$ cat config.mk
export PLATFORM = sky130hd
export DESIGN_NAME = irq_ctrl_top
export DESIGN_NICKNAME = d
export VERILOG_FILES = /design/src/irq_disp_pkg.sv /design/src/irq_cfg_pkg.sv /design/src/irq_ctrl_top.sv /design/src/irq_dispatch.sv /design/src/priority_encoder.sv /design/src/irq_capture.sv
export VERILOG_INCLUDE_DIRS = /design/src /design/src/src
export SDC_FILE = /design/constraint.sdc
export NUM_CORES = 1
export LEC_CHECK = 0
export BUFFER_PORTS_ARGS = -buffer_cell sky130_fd_sc_hd__buf_2
export CORE_UTILIZATION = 42
export DETAILED_ROUTE_END_ITERATION = 8
export PLACE_DENSITY = 0.65
export SLEW_MARGIN = 30
export SYNTH_ARGS = -nofsm -noshare
export SYNTH_HDL_FRONTEND = slang
export SYNTH_SLANG_ARGS = --single-unit
$ cat constraint.sdc
create_clock -name clk -period 2.7 [get_ports clk]
set_input_delay 0.27 -clock clk [delete_from_list [all_inputs] [get_ports clk]]
set_output_delay 0.27 -clock clk [all_outputs]
set_load 0.02 [all_outputs]
$ cat src/irq_settings.svh
// interrupt controller build settings
// line count and priority direction shared by packages and RTL

`ifndef IRQ_SETTINGS_SVH
`define IRQ_SETTINGS_SVH

// number of raw interrupt lines
// also sets the priority encoder width
`define IRQ_COUNT 16

// priority direction of the encoder
// 1 means line 0 wins over every other line
// 0 means the highest index wins
`define IRQ_LSB_FIRST 1

`endif
$ cat src/irq_disp_pkg.sv
// dispatch types for the interrupt controller
// line vector, line index and dispatch FSM states
`default_nettype none

`include "irq_settings.svh"

package irq_disp_pkg;

    // one bit per interrupt line
    typedef logic [`IRQ_COUNT-1:0] irq_vec_t;

    // binary line number as seen by the host
    typedef logic [$clog2(`IRQ_COUNT)-1:0] irq_index_t;

    // dispatch FSM
    typedef enum logic [1:0] {
        // waiting for an unmasked pending line
        DISP_IDLE    = 2'd0,
        // vector shown to the host until ack
        DISP_PRESENT = 2'd1,
        // one cycle of retire towards capture
        DISP_RETIRE  = 2'd2
    } disp_state_e;

endpackage

`default_nettype wire

$ cat src/irq_cfg_pkg.sv
// host configuration types for the interrupt controller
// command opcodes and per-line trigger mode
`default_nettype none

`include "irq_settings.svh"

package irq_cfg_pkg;

    // one-cycle command carried with cfg_valid
    typedef enum logic [1:0] {
        CFG_MASK   = 2'd0,
        CFG_UNMASK = 2'd1,
        CFG_EDGE   = 2'd2,
        CFG_LEVEL  = 2'd3
    } cfg_op_e;

    // trigger mode of one line
    // edge lines latch a rise until retired, level lines follow the pin
    typedef enum logic {
        MODE_LEVEL = 1'b0,
        MODE_EDGE  = 1'b1
    } irq_mode_e;

endpackage

`default_nettype wire

$ cat src/irq_ctrl_top.sv
// interrupt controller top level
// capture, priority encoder and dispatch in a chain
`timescale 1ns/100ps
`default_nettype none

`include "irq_settings.svh"

module irq_ctrl_top
    import irq_cfg_pkg::*, irq_disp_pkg::*;
(
    input  wire logic       clk,
    input  wire logic       rst,
    input  wire irq_vec_t   irq_lines,
    input  wire logic       cfg_valid,
    input  wire cfg_op_e    cfg_op,
    input  wire irq_index_t cfg_line,
    input  wire logic       irq_ack,
    output logic            irq_valid,
    output irq_index_t      irq_vector
);

    // unmasked pending lines
    irq_vec_t   irq_request;

    // encoder result
    logic       req_valid;
    irq_index_t req_index;
    irq_vec_t   req_select;

    // clear pulse back from dispatch
    irq_vec_t   retire_mask;

    irq_capture u_capture (
        .clk         (clk),
        .rst         (rst),
        .irq_lines   (irq_lines),
        .cfg_valid   (cfg_valid),
        .cfg_op      (cfg_op),
        .cfg_line    (cfg_line),
        .retire_mask (retire_mask),
        .irq_request (irq_request)
    );

    priority_encoder #(
        .WIDTH             (`IRQ_COUNT),
        .LSB_HIGH_PRIORITY (`IRQ_LSB_FIRST)
    ) u_encoder (
        .unencoded (irq_request),
        .valid     (req_valid),
        .encoded   (req_index),
        .select    (req_select)
    );

    irq_dispatch u_dispatch (
        .clk         (clk),
        .rst         (rst),
        .req_valid   (req_valid),
        .req_index   (req_index),
        .req_select  (req_select),
        .irq_ack     (irq_ack),
        .irq_valid   (irq_valid),
        .irq_vector  (irq_vector),
        .retire_mask (retire_mask)
    );

endmodule

`default_nettype wire

$ cat src/irq_dispatch.sv
// interrupt dispatch FSM
// latches the encoder winner, holds it for the host and retires it on ack
`timescale 1ns/100ps
`default_nettype none

module irq_dispatch
    import irq_disp_pkg::*;
(
    input  wire logic       clk,
    input  wire logic       rst,
    input  wire logic       req_valid,
    input  wire irq_index_t req_index,
    input  wire irq_vec_t   req_select,
    input  wire logic       irq_ack,
    output logic            irq_valid,
    output irq_index_t      irq_vector,
    output irq_vec_t        retire_mask
);

    disp_state_e state_q;
    disp_state_e state_d;

    // winner captured when leaving idle
    irq_index_t  vector_q;
    irq_vec_t    select_q;

    logic        load;

    // sample the encoder only while idle
    assign load = (state_q == DISP_IDLE) && req_valid;

    always_comb begin
        state_d = state_q;
        case (state_q)
            DISP_IDLE: begin
                if (req_valid) begin
                    state_d = DISP_PRESENT;
                end
            end
            DISP_PRESENT: begin
                // slow ack just keeps us here
                if (irq_ack) begin
                    state_d = DISP_RETIRE;
                end
            end
            DISP_RETIRE: begin
                state_d = DISP_IDLE;
            end
            default: begin
                state_d = DISP_IDLE;
            end
        endcase
    end

    always_ff @(posedge clk) begin
        if (rst) begin
            state_q <= DISP_IDLE;
        end else begin
            state_q <= state_d;
        end
    end

    // vector stays frozen until the next idle pass
    always_ff @(posedge clk) begin
        if (load) begin
            vector_q <= req_index;
            select_q <= req_select;
        end
    end

    // host side
    assign irq_valid  = (state_q == DISP_PRESENT);
    assign irq_vector = vector_q;

    // single cycle clear towards capture
    assign retire_mask = (state_q == DISP_RETIRE) ? select_q : '0;

endmodule

`default_nettype wire

$ cat src/priority_encoder.sv
// parameterized tree priority encoder
// gives valid, the winning index and a one-hot select of that index
`timescale 1ns/100ps
`default_nettype none

module priority_encoder #(
    parameter int WIDTH = 4,
    // 1 when bit 0 has the highest priority
    parameter bit LSB_HIGH_PRIORITY = 0
) (
    input  wire logic [WIDTH-1:0]         unencoded,
    output logic                          valid,
    output logic [$clog2(WIDTH)-1:0]      encoded,
    output logic [WIDTH-1:0]              select
);

    // tree depth and padded width
    localparam int LEVELS = WIDTH > 2 ? $clog2(WIDTH) : 1;
    localparam int W = 2 ** LEVELS;

    // zero extend to a full power of two
    logic [W-1:0] padded;

    assign padded = W'(unencoded);

    // each level halves the node count and adds one index bit
    for (genvar l = 0; l < LEVELS; l++) begin : g_level
        localparam int NODES = W >> (l + 1);

        logic [NODES-1:0]       node_valid;
        logic [NODES*(l+1)-1:0] node_enc;

        for (genvar n = 0; n < NODES; n++) begin : g_node
            if (l == 0) begin : g_pair
                // leaf: one pair of input bits
                assign node_valid[n] = padded[2*n] | padded[2*n+1];
                if (LSB_HIGH_PRIORITY) begin : g_lsb
                    assign node_enc[n] = ~padded[2*n];
                end else begin : g_msb
                    assign node_enc[n] = padded[2*n+1];
                end
            end else begin : g_merge
                logic         lo_valid;
                logic         hi_valid;
                logic [l-1:0] lo_enc;
                logic [l-1:0] hi_enc;

                // two children from the level below
                assign lo_valid = g_level[l-1].node_valid[2*n];
                assign hi_valid = g_level[l-1].node_valid[2*n+1];
                assign lo_enc   = g_level[l-1].node_enc[2*n*l +: l];
                assign hi_enc   = g_level[l-1].node_enc[(2*n+1)*l +: l];

                assign node_valid[n] = lo_valid | hi_valid;

                // new msb says which child won
                if (LSB_HIGH_PRIORITY) begin : g_lsb
                    assign node_enc[n*(l+1) +: l+1] =
                        lo_valid ? {1'b0, lo_enc} : {1'b1, hi_enc};
                end else begin : g_msb
                    assign node_enc[n*(l+1) +: l+1] =
                        hi_valid ? {1'b1, hi_enc} : {1'b0, lo_enc};
                end
            end
        end
    end

    // root of the tree
    assign valid   = g_level[LEVELS-1].node_valid[0];
    assign encoded = g_level[LEVELS-1].node_enc;

    // one-hot of the winner, all zero with no request
    assign select = valid ? (WIDTH'(1) << encoded) : '0;

endmodule

`default_nettype wire

$ cat src/irq_capture.sv
// interrupt capture stage
// keeps mask and mode per line, detects rises and holds pending requests
`timescale 1ns/100ps
`default_nettype none

`include "irq_settings.svh"

module irq_capture
    import irq_cfg_pkg::*, irq_disp_pkg::*;
(
    input  wire logic       clk,
    input  wire logic       rst,
    input  wire irq_vec_t   irq_lines,
    input  wire logic       cfg_valid,
    input  wire cfg_op_e    cfg_op,
    input  wire irq_index_t cfg_line,
    input  wire irq_vec_t   retire_mask,
    output irq_vec_t        irq_request
);

    // configuration state
    irq_vec_t  mask_q;
    irq_vec_t  mask_d;
    irq_mode_e mode_q [`IRQ_COUNT];
    irq_mode_e mode_d [`IRQ_COUNT];

    // line history and latched requests
    irq_vec_t  prev_q;
    irq_vec_t  pending_q;
    irq_vec_t  pending_d;

    // decoded command target and rising lines
    irq_vec_t  line_sel;
    irq_vec_t  rise;

    // one-hot line hit by the current command
    assign line_sel = cfg_valid ? (irq_vec_t'(1) << cfg_line) : '0;

    // low to high since the previous edge
    assign rise = irq_lines & ~prev_q;

    // command decode into per-line register updates
    always_comb begin
        mask_d = mask_q;
        mode_d = mode_q;
        for (int i = 0; i < `IRQ_COUNT; i++) begin
            if (line_sel[i]) begin
                case (cfg_op)
                    CFG_MASK:   mask_d[i] = 1'b1;
                    CFG_UNMASK: mask_d[i] = 1'b0;
                    CFG_EDGE:   mode_d[i] = MODE_EDGE;
                    CFG_LEVEL:  mode_d[i] = MODE_LEVEL;
                    default:    mask_d[i] = mask_q[i];
                endcase
            end
        end
    end

    // pending update depends on each line's mode
    always_comb begin
        for (int i = 0; i < `IRQ_COUNT; i++) begin
            if (mode_q[i] == MODE_EDGE) begin
                // a fresh rise wins over a retire in the same cycle
                pending_d[i] = rise[i] | (pending_q[i] & ~retire_mask[i]);
            end else begin
                // level lines ignore retire and track the pin
                pending_d[i] = irq_lines[i];
            end
        end
    end

    always_ff @(posedge clk) begin
        if (rst) begin
            // everything masked, edge mode, nothing pending
            mask_q    <= '1;
            mode_q    <= '{default: MODE_EDGE};
            prev_q    <= '0;
            pending_q <= '0;
        end else begin
            mask_q    <= mask_d;
            mode_q    <= mode_d;
            prev_q    <= irq_lines;
            pending_q <= pending_d;
        end
    end

    // pending bits survive masking, only the request is hidden
    assign irq_request = pending_q & ~mask_q;

endmodule

`default_nettype wire

==> qor.csv <==
metric,value,unit
grt_pass1_vias,2609,
start_kind,flop,
clk_latency,340,ps
synth_edf_count,20,
synthesis.nets,392,
rsz0062_at_grt,false,
crit_chain,"nand2b_1, nand4_2, or4_1, o21ai_1, inv_1",
grt_max_degree,40,
globalplace.congestion,0.854,
worstPathRequired,2660,ps
skew,12.7,ps
antenna_cells,0,
antenna_found_initial,0,
critPathMaxFanout,20,
p_total,0.00241,W
final_common_cell,nand2_1,
grt-ovfl-total,0,
root_buffer,clkbuf_8,
drt-total-wl,7.55,mm
die-area,8730,um2
fin_nets,423,
h-tree-depth,3,
die_x,93.4,um
status,finished clean,
drive_gt1_frac,0.152,
hpwl,5.39,mm
worst_ir_drop_vdd,0.000237,V
powerDensity,611,nW/um2
numPortBuffers,30,
die_h,93.4,um
tns,0,ps
crit_arrival,2200,ps
synth_cell_types,37,
start_util,0.445,
final_antenna_net_count,0,
report.final.slew_viol_count,0,
critPathKind,flop to flop,
vias,2696,
syn_area,3510,um2
vias_per_cell,5.35,
worst-slew-pin-transition,792,ps
cts_hold_buf,0,
maxClockFrequency,447,MHz
cp-end-kind,flop,
clock-sinks,86,
grt_pass1_wl,12.6,mm
p_leak,1.60,nW
whs,179,ps
synth-seq-area-share,0.547,
drc_errors,0,
pre_cts_slack,486,ps
async_flop_share,0,
cts-resized-gates,0,
cts.clk_slew.worst_paths,80,ps
drtIter0Drc,95,
ys_warn_count,0,
routedWlPerCell,15.0,um
cts_tree,yes,
grt_usage,0.191,
ys_seq_elements,86,
finalHoldViolCount,0,
setup_viol,0,
max_stage_delay,590,ps
slowest_stage,or4_1,
syn_to_final_growth,12.6,%
post-cts-setup-buffer-count,0,
clk_path_buf_depth,2,
cts-buffers-inserted,9,
period_share,0.829,
drv_cap,0,
drt_pass1_iterations,5,
row_count,32,
synth-main-ff-cell,dfxtp_1,
synth.avg_cell_area,9.59,um2
syn_inst,366,
slew_headroom,0.471,
hold_path.class,input port to flop,
period_needed,2240,ps
fp.coreArea,7890,um2
layout_common_cells,"68 x nand2_1, 66 x dfxtp_1, 51 x nor2_1, 32 x a211o_1, 30 x buf_2",
setup_slack,461,ps
ios,31,
cell usage after synthesis, types with 2 or more instances:
library cell,number,share of area
nand2_1,68,0.073
dfxtp_1,66,0.38
nor2_1,51,0.055
a211o_1,32,0.080
nor2b_1,21,0.037
edfxtp_1,20,0.17
a211oi_1,16,0.034
a21o_1,16,0.034
nand2b_1,13,0.023
nor3_1,11,0.016
clkbuf_1,7,0.0075
buf_1,5,0.0053
inv_1,5,0.0053
inv_2,4,0.0043
nor3b_1,3,0.0064
and3_1,2,0.0036
nand4_2,2,0.0071
nor2b_2,2,0.0050
o21ai_0,2,0.0029
o21ai_1,2,0.0029
o21ai_2,2,0.0050
final timing paths:
kind / slack [ps] / cells past startpoint / start / end
setup reg to reg: 460 / 5 / u_capture.mask_q[8] / u_dispatch.select_q[3]
setup / recovery: 460 / 5 / u_capture.mask_q[8] / u_dispatch.select_q[3]
hold reg to reg: 460 / 1 / u_capture.mask_q[13] / u_capture.mask_q[13]
hold / removal: 180 / 2 / irq_lines[7] / u_capture.prev_q[7]
worst max-delay path, delay by kind of cell, from the launching register on:
kind                   cells  cell delay (ps)
AO/OA/AOI/OAI              1              180
buffers and inverters      1              380
flip-flops                 1              330
AND/OR/NAND/NOR            3              970
registers in the layout (all words and copies together) (netlist names):
| register | count |
|---|---|
| u_dispatch.state_q | 2 |
| u_capture.pending_q | 16 |
| u_capture.mode_q | 16 |
| u_capture.prev_q | 16 |
| u_dispatch.irq_vector | 4 |
| u_capture.mask_q | 16 |
| u_dispatch.select_q | 16 |
power by group:
group | internal [W] | leakage (nW) | switching [W]
Clock | 0.000411 | 0.0937 | 0.000417
Sequential | 0.00137 | 0.724 | 0.0000276
Combinational | 0.0000754 | 0.785 | 0.000110
Total | 0.00186 | 1.60 | 0.000554
per-stage QoR:
stage               utilization  instance area, um2  cells
floorplan                     -                3510    366
global placement          0.478                3770    488
detailed placement        0.478                3770    488
CTS                       0.501                3950    504
global route              0.501                3950    504
finish                    0.501                3950    504
cell type report:
type                    instances  area [um2]
clock inverters                 1        5.00
fillers                       749        3940
flip-flops and latches         86        1920
well taps                     102         128
clock buffers                  15         176
inverters                       9        33.8
repair buffers                 32         178
multi-input cells             259        1510
layer usage:
metal | vias up | share of wire | track usage
li1 | 1330 | - | -
met1 | 1286 | 0.49 | 0.259
met2 | 68 | 0.44 | 0.288
met3 | 12 | 0.049 | 0.0439
met4 | 0 | 0.020 | 0.0897
met5 | - | 0 | 0
cells by family (layout without fill, tap and decap cells):
| kind of cell | Yosys count | in the layout | share of synthesized area |
|---|---|---|---|
| flip-flops | 86 | 86 | 0.547 |
| AO/OA/AOI/OAI | 78 | 78 | 0.182 |
| multiplexers | 1 | 1 | 0.00428 |
| buffers and inverters | 21 | 57 | 0.0225 |
| AND/OR/NAND/NOR | 180 | 180 | 0.243 |
No activity file was read; power rests on OpenSTA's default activity.
